$ cat src/include/lsuSettings.svh
// Word width and DTIM geometry for the load/store unit
// Higher addresses alias because the DTIM decodes only the word index
`ifndef LSU_SETTINGS_SVH
`define LSU_SETTINGS_SVH

//////////////////////////////////////////////////
// Datapath
//////////////////////////////////////////////////

`define LSU_XLEN 32          // Data and address width, XLEN = LLEN

//////////////////////////////////////////////////
// DTIM geometry
//////////////////////////////////////////////////

`define DTIM_WORDS 256       // Number of 32-bit words
`define DTIM_ADR_BITS 8      // Word index, taken from address bits 9:2

`endif
$ cat src/hw/lsuPkg.sv
// Shared enums for the load/store unit
// Size codes follow the RISC-V funct3 field of loads and stores
package lsuPkg;

  // Memory request, bit 0 means write and bit 1 means read
  typedef enum logic [1:0] {
    rwNone  = 2'b00,         // No access
    rwWrite = 2'b01,         // Store or SC
    rwRead  = 2'b10          // Load or LR
  } memRwT;

  // Access size and extension, same bits as funct3
  typedef enum logic [2:0] {
    sizeB  = 3'b000,         // Byte, sign-extended
    sizeH  = 3'b001,         // Halfword, sign-extended
    sizeW  = 3'b010,         // Word
    sizeBU = 3'b100,         // Byte, zero-extended
    sizeHU = 3'b101          // Halfword, zero-extended
  } sizeT;

  // Atomic operation carried with the request
  typedef enum logic [1:0] {
    atomNone = 2'b00,        // Plain load or store
    atomLr   = 2'b01,        // Load-reserved
    atomSc   = 2'b10         // Store-conditional
  } atomicT;

endpackage

$ cat src/hw/loadFormatter.sv
// Swap comes before subword selection, so big-endian offset k reads byte 3-k
// ReadDataW is only meaningful in the cycle after a load's memory cycle
`timescale 1ns/1ps
`include "lsuSettings.svh"

module loadFormatter (
  input  logic                 clk,
  input  logic                 rstN,
  input  logic                 StallW,                   // Hold writeback stage
  input  logic [`LSU_XLEN-1:0] ReadWordM,                // Raw word from the DTIM
  input  logic [`LSU_XLEN-1:0] IEUAdrM,                  // Offset within the word
  input  lsuPkg::sizeT         Funct3M,                  // Size and extension
  input  logic                 BigEndianM,
  output logic [`LSU_XLEN-1:0] ReadDataW                 // Result to writeback
);
  import lsuPkg::*;

  logic [`LSU_XLEN-1:0] swapWordM;                       // Byte-reversed word
  logic [`LSU_XLEN-1:0] wordM;                           // Word in hart byte order
  logic [7:0]           byteM;
  logic [15:0]          halfM;
  logic [`LSU_XLEN-1:0] readDataM;                       // Formatted result

  //////////////////////////////////////////////////
  // Endian swap
  //////////////////////////////////////////////////

  always_comb begin
    for (int i = 0; i < `LSU_XLEN/8; i++) begin
      swapWordM[8*i +: 8] = ReadWordM[`LSU_XLEN-8-8*i +: 8];
    end
  end

  assign wordM = BigEndianM ? swapWordM : ReadWordM;

  //////////////////////////////////////////////////
  // Subword select and extension
  //////////////////////////////////////////////////

  assign byteM = wordM[{IEUAdrM[1:0], 3'b000} +: 8];     // Byte lane
  assign halfM = wordM[{IEUAdrM[1], 4'b0000} +: 16];     // Halfword lane

  always_comb begin
    case (Funct3M)
      sizeB:   readDataM = {{(`LSU_XLEN-8){byteM[7]}}, byteM};
      sizeH:   readDataM = {{(`LSU_XLEN-16){halfM[15]}}, halfM};
      sizeBU:  readDataM = {{(`LSU_XLEN-8){1'b0}}, byteM};
      sizeHU:  readDataM = {{(`LSU_XLEN-16){1'b0}}, halfM};
      default: readDataM = wordM;                        // LW and LR
    endcase
  end

  // M to W read data register
  always_ff @(posedge clk) begin
    if (!rstN) ReadDataW <= '0;
    else if (!StallW) ReadDataW <= readDataM;
  end

endmodule

$ cat config.mk
export PLATFORM = sky130hd
export DESIGN_NAME = loadFormatter
export DESIGN_NICKNAME = d
export VERILOG_FILES = /design/src/hw/lsuPkg.sv /design/src/hw/loadFormatter.sv
export VERILOG_INCLUDE_DIRS = /design/src /design/src/include
export SDC_FILE = /design/constraint.sdc
export NUM_CORES = 1
export LEC_CHECK = 0
export BUFFER_PORTS_ARGS = -buffer_cell sky130_fd_sc_hd__buf_2
export CORE_MARGIN = 5
export CORE_UTILIZATION = 49
export CTS_CLUSTER_SIZE = 16
export DETAILED_ROUTE_END_ITERATION = 12
export PLACE_DENSITY = 0.81
export SLEW_MARGIN = 20
export SYNTH_ARGS = -nofsm -noshare
export SYNTH_HDL_FRONTEND = slang
export SYNTH_SLANG_ARGS = --single-unit
$ cat constraint.sdc
create_clock -name clk -period 2.3 [get_ports clk]
set_clock_uncertainty 0.1 [all_clocks]
set_input_delay 0.115 -clock clk [delete_from_list [all_inputs] [get_ports clk]]
set_output_delay 0.115 -clock clk [all_outputs]
set_load 0.01 [all_outputs]
Yosys cells after proc, flatten, opt, wreduce, memory -nomap -nowiden

Index checks and enable logic that the tools add are counted.

Shift operators: 2
Reductions and logical operators: 1
Muxes and demuxes: 2
Equality and inequality tests: 3

Operators by type and width:

| kind                                                 | count |
|---|---|
| one-hot mux 32 bit (4 select lines)                  | 1 |
| two-way mux 32 bit                                   | 1 |
| variable part select 32 x 6 -> 16 bit                | 1 |
| variable part select 32 x 6 -> 8 bit                 | 1 |
| equality test 3 bit (second input constant)          | 2 |
| equality test 3 x 1 -> 1 bit (second input constant) | 1 |
| logical NOT 3 bit                                    | 1 |

Register bits: 32
Output and inout port bits: 32
Word-level logic and storage cells: 9

Longest topological paths before layout

Gate-level depths: netlist of run 1.

Word-level depth: 3
Depth in mapped cells: 7
Depth with buffers taken out: 4

Least setup slack after synthesis of run 1

No wires, ideal clock.

Path type: in2reg
Start point: in BigEndianM
End point: reg ReadDataW[19]
Arrival: 1.383 ns
Library setup time: 0.130 ns
Path slack: 0.687 ns
Data required time: 2.070 ns
Buffers on the path: 3
Stages on the path: 6
Cells stage by stage: buf_4 buf_2 buf_2 mux2_2 a21oi_1 a21oi_4

Cells in the longest elaborated chain, start to end: 3

Ends and longest elaborated chain:

| what                                                                                          | line                                     | source |
|---|---|---|
| start, declared                                                                               | loadFormatter.sv:13                      | `input logic BigEndianM,` |
| two-way mux 32 bit *                                                                          | loadFormatter.sv:34                      | `assign wordM = BigEndianM ? swapWordM : ReadWordM;` |
| variable part select 32 x 6 -> 16 bit or variable part select 32 x 6 -> 8 bit (tied branches) | loadFormatter.sv:41, loadFormatter.sv:40 |  |
| one-hot mux 32 bit (4 select lines) *                                                         | loadFormatter.sv:44                      | `case (Funct3M)` |
| end signal, assigned                                                                          | loadFormatter.sv:56                      | `else if (!StallW) ReadDataW <= readDataM;` |
| end, declared                                                                                 | loadFormatter.sv:14                      | `` output logic [`LSU_XLEN-1:0] ReadDataW `` |

Every way passes the cells marked *; elsewhere a longest branch is shown, timed or not.
A chain may end at the register's enable or synchronous reset.

Final worst setup path of run 1

Start point: in BigEndianM
End point: reg ReadDataW[26]

Same word-level chain as after synthesis.

==> impl_results.md, run 1 <==
* Design Power at 0.00156 W
* CP max stage cell: mux4_2
* Synth cell count leaders: 44 x a21oi_1, 32 x dfxtp_1, 25 x mux4_2, 18 x o21ai_0, 17 x mux2_2
* Largest family of logic cells by synthesized area: multiplexers
* Normalized max-slew margin at 0.572
* Critical R2R Launch: ReadDataW[9]$_SDFFE_PN0N_
* Overall global routing resource usage at 0.198
* Internal at 0.00108 W
* PortBufs at 72
* Vias/cell at 6.11
* Synth Area in XOR/XNOR at 0
* Slowest cell delay on critical path at 0.35 ns
* Number of inserted diodes at 0
* Synth Area in Simple Gates at 0.0700
* Die width at 82.2 um
* Top flop regs: ReadDataW x32
* CP endpoint kind: flop
* Grt ovf at 0
* Worst setup margin at 0.789 ns
* Leading area contributor after synthesis: dfxtp_1
* Post-DP HPWL at 4.86 mm
* Worst-margin pin slew at 0.641 ns
* Share of cells above drive strength 1 at 0.454
* DRC at 0
* R2R Setup Slk at 1.35 ns
* Later-pin clock latency in the skew report at 0.28 ns
* Synth top area share at 0.251
* Clk sink count at 32
* Die area at 6760 sq um
* Critical-path cell list: buf_2 -> buf_12 -> mux4_2 -> mux2i_1 -> or3_1 -> buf_4 -> a21oi_1
* Worst VDD drop at 0.261 mV
* Number of setup buffers added after CTS at 0
* Fillers at 449
* Syn Area/Cell at 10.4 sq um
* P per Cell Area at 518 nW/um^2
* Core area at 5070 sq um
* Reg power frac at 0.399
* Crit path max-delay family: buffers and inverters
* Crit. Startpoint: BigEndianM
* Final setup viols at 0
* Switching power at 0.000473 W
* Clock transition at the registers of the reported paths at 0.07 ns
* Global-route wire length before repair at 10.4 mm
* Via count of the first global-routing pass at 2133
* ANT nets after route at 0
* Largest register FFs at 32
* CTS Buf Count at 5
* Seq. cell area at 641 sq um
* Final Wtd Congestion at 0.822
* Synth Cell Area at 2560 sq um
* Clock Path Buffers at 2
* RSZ-0062 raised after global routing: false
* CTS Hold Buffers Added at 0
* H-Tree Depth at 2
* Largest net degree at the start of global routing at 51
* Chip height at 82.2 um
* Post-Synthesis Cells at 246
* Post-Route Utilization at 0.592
* Most frequent cell after synthesis: a21oi_1
* Area grow syn2layout at 17.6%
* Post-Synth Adder-Cell Area at 0
* Number of iterations in the first detailed-routing pass at 4
* Final worst-path cycle share at 0.657
* Net Sw Frac at 0.304
* Biggest register: ReadDataW
* Lkg Pwr at 1.18 nW
* Post-synth EDFFs at 0
* Combinational power share at 0.297
* Initial DRC Count at 176
* Fin Hold WS at 0.107 ns
* Buf+Inv Stages, Crit Path at 3
* Multi-input gate area at 1770 sq um
* Post-synthesis compound-gate area fraction at 0.264
* Yosys warns at 0
* Yosys cell types at 33
* Fin crit period at 1.51 ns
* Max cap viols at 0
* CTS resizes at 0
* Final slew viol count at 0
* Hold_sp: ReadWordM[5]
* Initial antenna violation count at 0
* Post-Syn Nets at 317
* Sequential area share after synthesis at 0.251
* Drt total wl at 6.59 mm
* Row Count at 26
* Critical path type: in -> reg
* Via count at 2284
* Initial Util at 0.504
* Synth Register Bits at 32
* Io pins at 103
* Outcome: finished clean
* FFs w/ async S/R, synth at 0
* Mux cell area share after synthesis at 0.358
* Final hold vios at 0
* Synth top area cells: dfxtp_1 25%, mux4_2 22%, a21oi_1 8.6%
* Post-place setup slack at 0.494 ns
* TNS Setup at 0 ns
* TritonCTS clock tree: yes
* Routed WL per cell at 17.6 um
* Clock power frac at 0.304
* Clock root buffer: clkbuf_8
* Worst hold path class: in -> reg
* Fmax at 662 MHz
* Worst Path Required at 2.35 ns
* Ys flop type: dfxtp_1
* Crit start category: input port
* Final layout net count at 375
* Crit Path Max Fanout at 50
* Arrival time worst endpoint at 1.57 ns
-- routing by layer --
metal  share of wire  global-route usage
met5               0                   0
met2            0.48               0.315
met4          0.0047              0.0382
met1            0.43               0.267
met3           0.087              0.0607
-- placed cells by master (no fill, tap or decap), drive strengths merged, types with 5 or more instances in the layout --
cell | Yosys | final
buf | 13 | 77
a21oi | 54 | 54
dfxtp | 32 | 32
mux4 | 25 | 25
o21ai | 18 | 18
mux2 | 17 | 17
mux2i | 16 | 16
o211ai | 9 | 9
a22oi | 8 | 8
nand2 | 8 | 8
a221oi | 7 | 7
clkbuf | 13 | 7
nor2 | 5 | 5
-- power groups by stage --
stage               registers [W]  logic [W]  clock network [W]
floorplan                0.000652   0.000296                  0
global placement         0.000630   0.000448                  0
detailed placement       0.000633   0.000458                  0
CTS                      0.000621   0.000462           0.000483
global route             0.000626   0.000503           0.000506
finish                   0.000621   0.000462           0.000474
-- logic make-up after synthesis --
group,count (synthesis)
flip-flops,32
AO/OA/AOI/OAI,98
buffers and inverters,27
AND/OR/NAND/NOR,31
multiplexers,58
-- through the flow --
step / cell area, sq um / instances
6_report: 3010 / 374
5_1_grt: 3010 / 374
4_1_cts: 3010 / 374
3_5_place_dp: 2910 / 367
3_3_place_gp: 2910 / 367
2_1_floorplan: 2560 / 246
-- tightest hold or removal path, cell delays in order --
cell	delay (ns)
buf_2	0.12
mux2i_1	0.07
o211ai_1	0.14
-- area by class of cell --
type / instances / share of cell area
multi-input combinational: 187 / 0.588
sequential: 32 / 0.213
timing repair buffer: 77 / 0.136
clock buffer: 7 / 0.0320
tap: 70 / 0.0291
inverter: 1 / 0.00125
-- worst paths after layout --
check,end,depth (start not counted)
max,ReadDataW[26]$_SDFFE_PN0N_,7
min,ReadDataW[5]$_SDFFE_PN0N_,3
max reg2reg,ReadDataW[9]$_SDFFE_PN0N_,2
min reg2reg,ReadDataW[6]$_SDFFE_PN0N_,2
Power figures use the tool's default switching activity.
==> run 2: changes to the inputs <==
clock period = 1.55 ns   (was 2.3 ns; I/O delays follow)
==> run 2 against run 1 <==
Effect of this change: largest power group unchanged; critical endpoint is now ReadDataW[1]$_SDFFE_PN0N_; count of clock-buffer cells in the layout fell by 1; hold slack worse by 0.049 ns; largest cell class unchanged; core utilization is 3.7 points higher; first-iteration DRC count is 26% higher; via count rose by 3.1%; sequential power grew 48%.
==> impl_results.md, run 2 (synthesized netlist as in run 1, its figures left out) <==
* Outcome: finished clean
* Vias/cell at 5.95
* Crit start category: input port
* Final hold vios at 0
* RSZ-0062 raised after global routing: false
* Final layout net count at 396
* Fmax at 743 MHz
* Grt ovf at 0
* Placed Area at 3110 sq um
* Post-DP HPWL at 5.22 mm
* Final setup viols at 0
* Number of setup buffers added after CTS at 0
* Clk sink count at 32
* Cells after DPL at 388
* Fin crit period at 1.35 ns
* Switching power at 0.000754 W
* Die width at 82.2 um
* Lkg Pwr at 1.29 nW
* Reg power frac at 0.395
* Net Sw Frac at 0.324
* P per Cell Area at 729 nW/um^2
* Largest register FFs at 32
* Largest net degree at the start of global routing at 23
* Critical Path Stages at 6
* Row Count at 26
* Initial antenna violation count at 0
* Core area at 5070 sq um
* R2R Setup Slk at 0.61 ns
* Commonest non-fill, non-tap cell in the layout: buf_2
* Design area at 3190 sq um
* ANT nets after route at 0
* Top flop regs: ReadDataW x32
* Clock root buffer: clkbuf_8
* Die area at 6760 sq um
* Crit path max-delay family: multiplexers
* CTS Buf Count at 5
* CTS Hold Buffers Added at 0
* Layout Cells excl Fill at 396
* TritonCTS clock tree: yes
* Internal at 0.00157 W
* Final Wtd Congestion at 0.836
* Critical Path End: ReadDataW[1]$_SDFFE_PN0N_
* Design Power at 0.00233 W
* Clock transition at the registers of the reported paths at 0.07 ns
* Arrival time worst endpoint at 1.42 ns
* Routed WL per cell at 17.0 um
* Overall global routing resource usage at 0.208
* Normalized max-slew margin at 0.668
* Io pins at 103
* Worst VDD drop at 0.533 mV
* Worst Path Required at 1.63 ns
* Max cap viols at 0
* CP max stage cell: mux4_2
* Later-pin clock latency in the skew report at 0.29 ns
* Initial DRC Count at 221
* Area grow syn2layout at 25.0%
* Clock Path Buffers at 2
* Buf+Inv Stages, Crit Path at 2
* H-Tree Depth at 2
* Share of cells above drive strength 1 at 0.488
* Fillers at 437
* Chip height at 82.2 um
* Slowest cell delay on critical path at 0.50 ns
* Final worst-path cycle share at 0.869
* Critical R2R Launch: ReadDataW[9]$_SDFFE_PN0N_
* CP endpoint kind: flop
* PortBufs at 72
* Worst hold path class: in -> reg
* CTS resizes at 0
* Via count of the first global-routing pass at 2235
* Biggest register: ReadDataW
* Most frequent cells in the layout: 72 x buf_2, 44 x a21oi_1, 32 x dfxtp_1, 25 x mux4_2, 22 x buf_4
* Final slew viol count at 0
* Reg2Reg Depth at 2
* Worst-margin pin slew at 0.496 ns
* Crit Path Max Fanout at 15
* Drt total wl at 6.74 mm
* Initial Util at 0.504
* DRC at 0
* Number of inserted diodes at 0
* Critical-path cell list: buf_2 -> nor2b_1 -> buf_12 -> mux4_2 -> a22oi_1 -> o211ai_1
* Number of iterations in the first detailed-routing pass at 4
* Worst r2r dst: ReadDataW[9]$_SDFFE_PN0N_
* Clock power frac at 0.287
* Critical path type: in -> reg
* Crit. Startpoint: Funct3M[0]
* Via count at 2355
* Combinational power share at 0.318
* Global-route wire length before repair at 10.8 mm
## run 2: worst reg2reg max path: stages (launching register included)
cell      delay (ns)
dfxtp_1         0.34
a221oi_1        0.28
a21oi_1         0.10
## run 2: layer usage
| layer | global-route usage | wire length [um] |
|---|---|---|
| met4 | 0.0615 | 113 |
| met3 | 0.0651 | 531 |
| met5 | 0 | 0 |
| met1 | 0.265 | 2830 |
| met2 | 0.336 | 3260 |
## run 2: worst min-delay path by stage
stage,end,from,cells past startpoint
finish,ReadDataW[4]$_SDFFE_PN0N_,ReadWordM[4],3
global placement,ReadDataW[2]$_SDFFE_PN0N_,ReadWordM[2],3
CTS,ReadDataW[4]$_SDFFE_PN0N_,ReadWordM[4],3
detailed placement,ReadDataW[2]$_SDFFE_PN0N_,ReadDataW[2]$_SDFFE_PN0N_,2
floorplan,ReadDataW[0]$_SDFFE_PN0N_,ReadWordM[0],2
global route,ReadDataW[1]$_SDFFE_PN0N_,ReadWordM[1],3
## run 2: metrics by stage
stage	TNS (ns)	worst slack [ns]	utilization	hold WS, ns
detailed placement	-1.03	-0.100	0.612	0.356
floorplan	-0.0171	-0.00285	-	0.190
global route	0	0.0581	0.629	0.0669
finish	0	0.204	0.629	0.0583
CTS	0	0.215	0.629	0.0492
global placement	-0.702	-0.0648	0.612	0.335
## run 2: power by group through the flow
stage                     Clock [W]  Sequential (W)  Combinational (W)
after floorplan                   0        0.000968           0.000439
after global placement            0        0.000936           0.000718
after detailed placement          0        0.000938           0.000736
after CTS                  0.000686        0.000920           0.000742
after global routing       0.000718        0.000927           0.000804
final                      0.000667        0.000920           0.000741
## run 2: cell type report
class / count / area [sq um] / area share
well taps: 70 / 87.6 / 0.0274
clock buffers: 6 / 72.6 / 0.0227
flip-flops and latches: 32 / 641 / 0.201
inverters: 1 / 3.75 / 0.00118
clock inverters: 2 / 16.3 / 0.00509
multi-input cells: 187 / 1770 / 0.553
repair buffers: 98 / 606 / 0.190
==> run 3: changes to the inputs <==
--- a/config.mk
+++ b/config.mk
@@ -10,6 +10,6 @@
 export CORE_MARGIN = 5
-export CORE_UTILIZATION = 49
+export CORE_UTILIZATION = 44
 export CTS_CLUSTER_SIZE = 16
 export DETAILED_ROUTE_END_ITERATION = 12
-export PLACE_DENSITY = 0.81
+export PLACE_DENSITY = 0.77
 export SLEW_MARGIN = 20
==> constraint.sdc (replaced) <==
create_clock -name clk -period 1.2 [get_ports clk]
set_clock_uncertainty 0.1 [all_clocks]
set_input_delay 0.06 -clock clk [delete_from_list [all_inputs] [get_ports clk]]
set_output_delay 0.06 -clock clk [all_outputs]
set_load 0.05 [all_outputs]
==> run 3 against run 2 <==
Effect of this change: cell count rose by 4.0%; power rose by 55%; highest routed layer unchanged; the flow now finishes with violations (negative setup slack); critical path depth unchanged; register-to-register slack got worse by 0.35 ns; critical endpoint is now ReadDataW[22]$_SDFFE_PN0N_; die area is 10% higher; combinational power increased by 84%; routed wire length up 15%; core utilization rose by 0.47 points.
==> impl_results.md, run 3 (synthesized netlist as in run 1, its figures left out) <==
* Clk sink count at 32
* CTS Buf Count at 5
* Die area at 7430 sq um
* Overall global routing resource usage at 0.210
* Final layout net count at 410
* Number of iterations in the first detailed-routing pass at 6
* Global-route wire length before repair at 12.6 mm
* Combinational power share at 0.378
* Routed WL per cell at 18.8 um
* PortBufs at 72
* Switching power at 0.00128 W
* Largest net degree at the start of global routing at 28
* Worst r2r dst: ReadDataW[12]$_SDFFE_PN0N_
* H-Tree Depth at 2
* Final slew viol count at 0
* Number of inserted diodes at 0
* Fin crit period at 1.21 ns
* P per Cell Area at 1020 nW/um^2
* Critical Path End: ReadDataW[22]$_SDFFE_PN0N_
* Critical path type: in -> reg
* Reg power frac at 0.330
* Final setup viols at 11
* Arrival time worst endpoint at 1.29 ns
* Grt ovf at 0
* Share of cells above drive strength 1 at 0.571
* Die width at 86.2 um
* Crit start category: input port
* Initial Util at 0.459
* Area grow syn2layout at 38.3%
* ANT nets after route at 0
* Normalized max-slew margin at 0.731
* RSZ-0062 raised after global routing: true
* Clock root buffer: clkbuf_8
* Worst setup margin at -0.0144 ns
* Post-DP HPWL at 5.62 mm
* DRC at 0
* CP endpoint kind: flop
* Later-pin clock latency in the skew report at 0.29 ns
* Top flop regs: ReadDataW x32
* CTS Hold Buffers Added at 0
* Worst Path Required at 1.27 ns
* Chip height at 86.2 um
* Max cap viols at 0
* Commonest non-fill, non-tap cell in the layout: buf_2
* Fmax at 823 MHz
* Worst-margin pin slew at 0.399 ns
* Row Count at 27
* Critical R2R Launch: ReadDataW[12]$_SDFFE_PN0N_
* Crit Path Max Fanout at 8
* Failing checks: negative setup slack
* Crit. Startpoint: BigEndianM
* Io pins at 103
* Internal at 0.00233 W
* Final worst-path cycle share at 1.01
* Largest register FFs at 32
* Worst hold path class: in -> reg
* Clock transition at the registers of the reported paths at 0.07 ns
* Via count at 2483
* Final Wtd Congestion at 0.841
* Biggest register: ReadDataW
* Initial DRC Count at 237
* Worst VDD drop at 0.539 mV
* Outcome: complete, but fails checks
* Vias/cell at 6.03
* Final hold vios at 0
* Net Sw Frac at 0.355
* Reg2Reg Depth at 2
* TritonCTS clock tree: yes
* Post-Route Utilization at 0.634
* Lkg Pwr at 1.43 nW
* Via count of the first global-routing pass at 2536
* R2R Setup Slk at 0.26 ns
* Initial antenna violation count at 0
* Core area at 5570 sq um
* Post-place setup slack at -0.408 ns
* Drt total wl at 7.73 mm
* Clock power frac at 0.291
* Clock Path Buffers at 2
* Most frequent cells in the layout: 66 x buf_2, 38 x a21oi_1, 32 x dfxtp_1, 32 x buf_4, 25 x mux4_2
run 3: changes by cell type in the layout (fill, tap and decap cells not counted), sizes merged:
cell / change
buf: +14
clkinvlp: -1
bufinv: +1
run 3: worst min-delay path by stage:
stage | from | cells after the start | endpoint
4_1_cts | ReadWordM[5] | 3 | ReadDataW[5]$_SDFFE_PN0N_
2_1_floorplan | ReadWordM[0] | 2 | ReadDataW[0]$_SDFFE_PN0N_
3_3_place_gp | ReadWordM[1] | 3 | ReadDataW[1]$_SDFFE_PN0N_
5_1_grt | ReadWordM[2] | 3 | ReadDataW[2]$_SDFFE_PN0N_
3_5_place_dp | ReadWordM[5] | 3 | ReadDataW[5]$_SDFFE_PN0N_
6_report | ReadWordM[25] | 3 | ReadDataW[1]$_SDFFE_PN0N_
run 3: worst max-delay path, cell delays in order:
cell,delay (ns)
buf_8,0.08
mux4_2,0.52
mux2i_2,0.19
or3_4,0.21
buf_16,0.16
a21oi_4,0.05
run 3: cell type report:
| class | instances | area (sq um) |
|---|---|---|
| Fill cell | 426 | 2040 |
| Inverter | 1 | 3.75 |
| Sequential cell | 32 | 641 |
| Clock inverter | 2 | 35.0 |
| Multi-Input combinational cell | 187 | 1880 |
| Tap cell | 72 | 90.1 |
| Clock buffer | 6 | 72.6 |
| Timing Repair Buffer | 112 | 810 |
run 3: timing repair:
action / in CTS / in global routing
resized for setup: 20 / 15
pin swaps: 2 / 3
setup buffers: 5 / 0
setup endpoints to repair: 24 / 31
gates cloned: 1 / 0
run 3: power groups by stage:
stage | Combinational (W) | Clock, W | Sequential, W
after floorplan | 0.000581 | 0 | 0.00150
after global placement | 0.00123 | 0 | 0.00121
after detailed placement | 0.00126 | 0 | 0.00121
after CTS | 0.00133 | 0.00106 | 0.00119
after global routing | 0.00145 | 0.00112 | 0.00120
final | 0.00136 | 0.00105 | 0.00119
run 3: through the flow:
stage | instance area, sq um | cells | total power, W | TNS, ns | hold slack [ns]
final | 3530 | 412 | 0.00361 | -0.116 | 0.0565
after global routing | 3530 | 412 | 0.00377 | -0.665 | 0.0732
after CTS | 3480 | 413 | 0.00358 | -0.432 | 0.0278
after detailed placement | 3230 | 399 | 0.00248 | -10.95 | 0.328
after global placement | 3230 | 399 | 0.00245 | -10.20 | 0.325
after floorplan | 2600 | 246 | 0.00208 | -5.11 | 0.172
run 3: per-layer routing:
layer | track usage | routed length [um]
met1 | 0.283 | 3310
met2 | 0.345 | 3720
met3 | 0.0428 | 564
met4 | 0.0567 | 129
met5 | 0 | 0
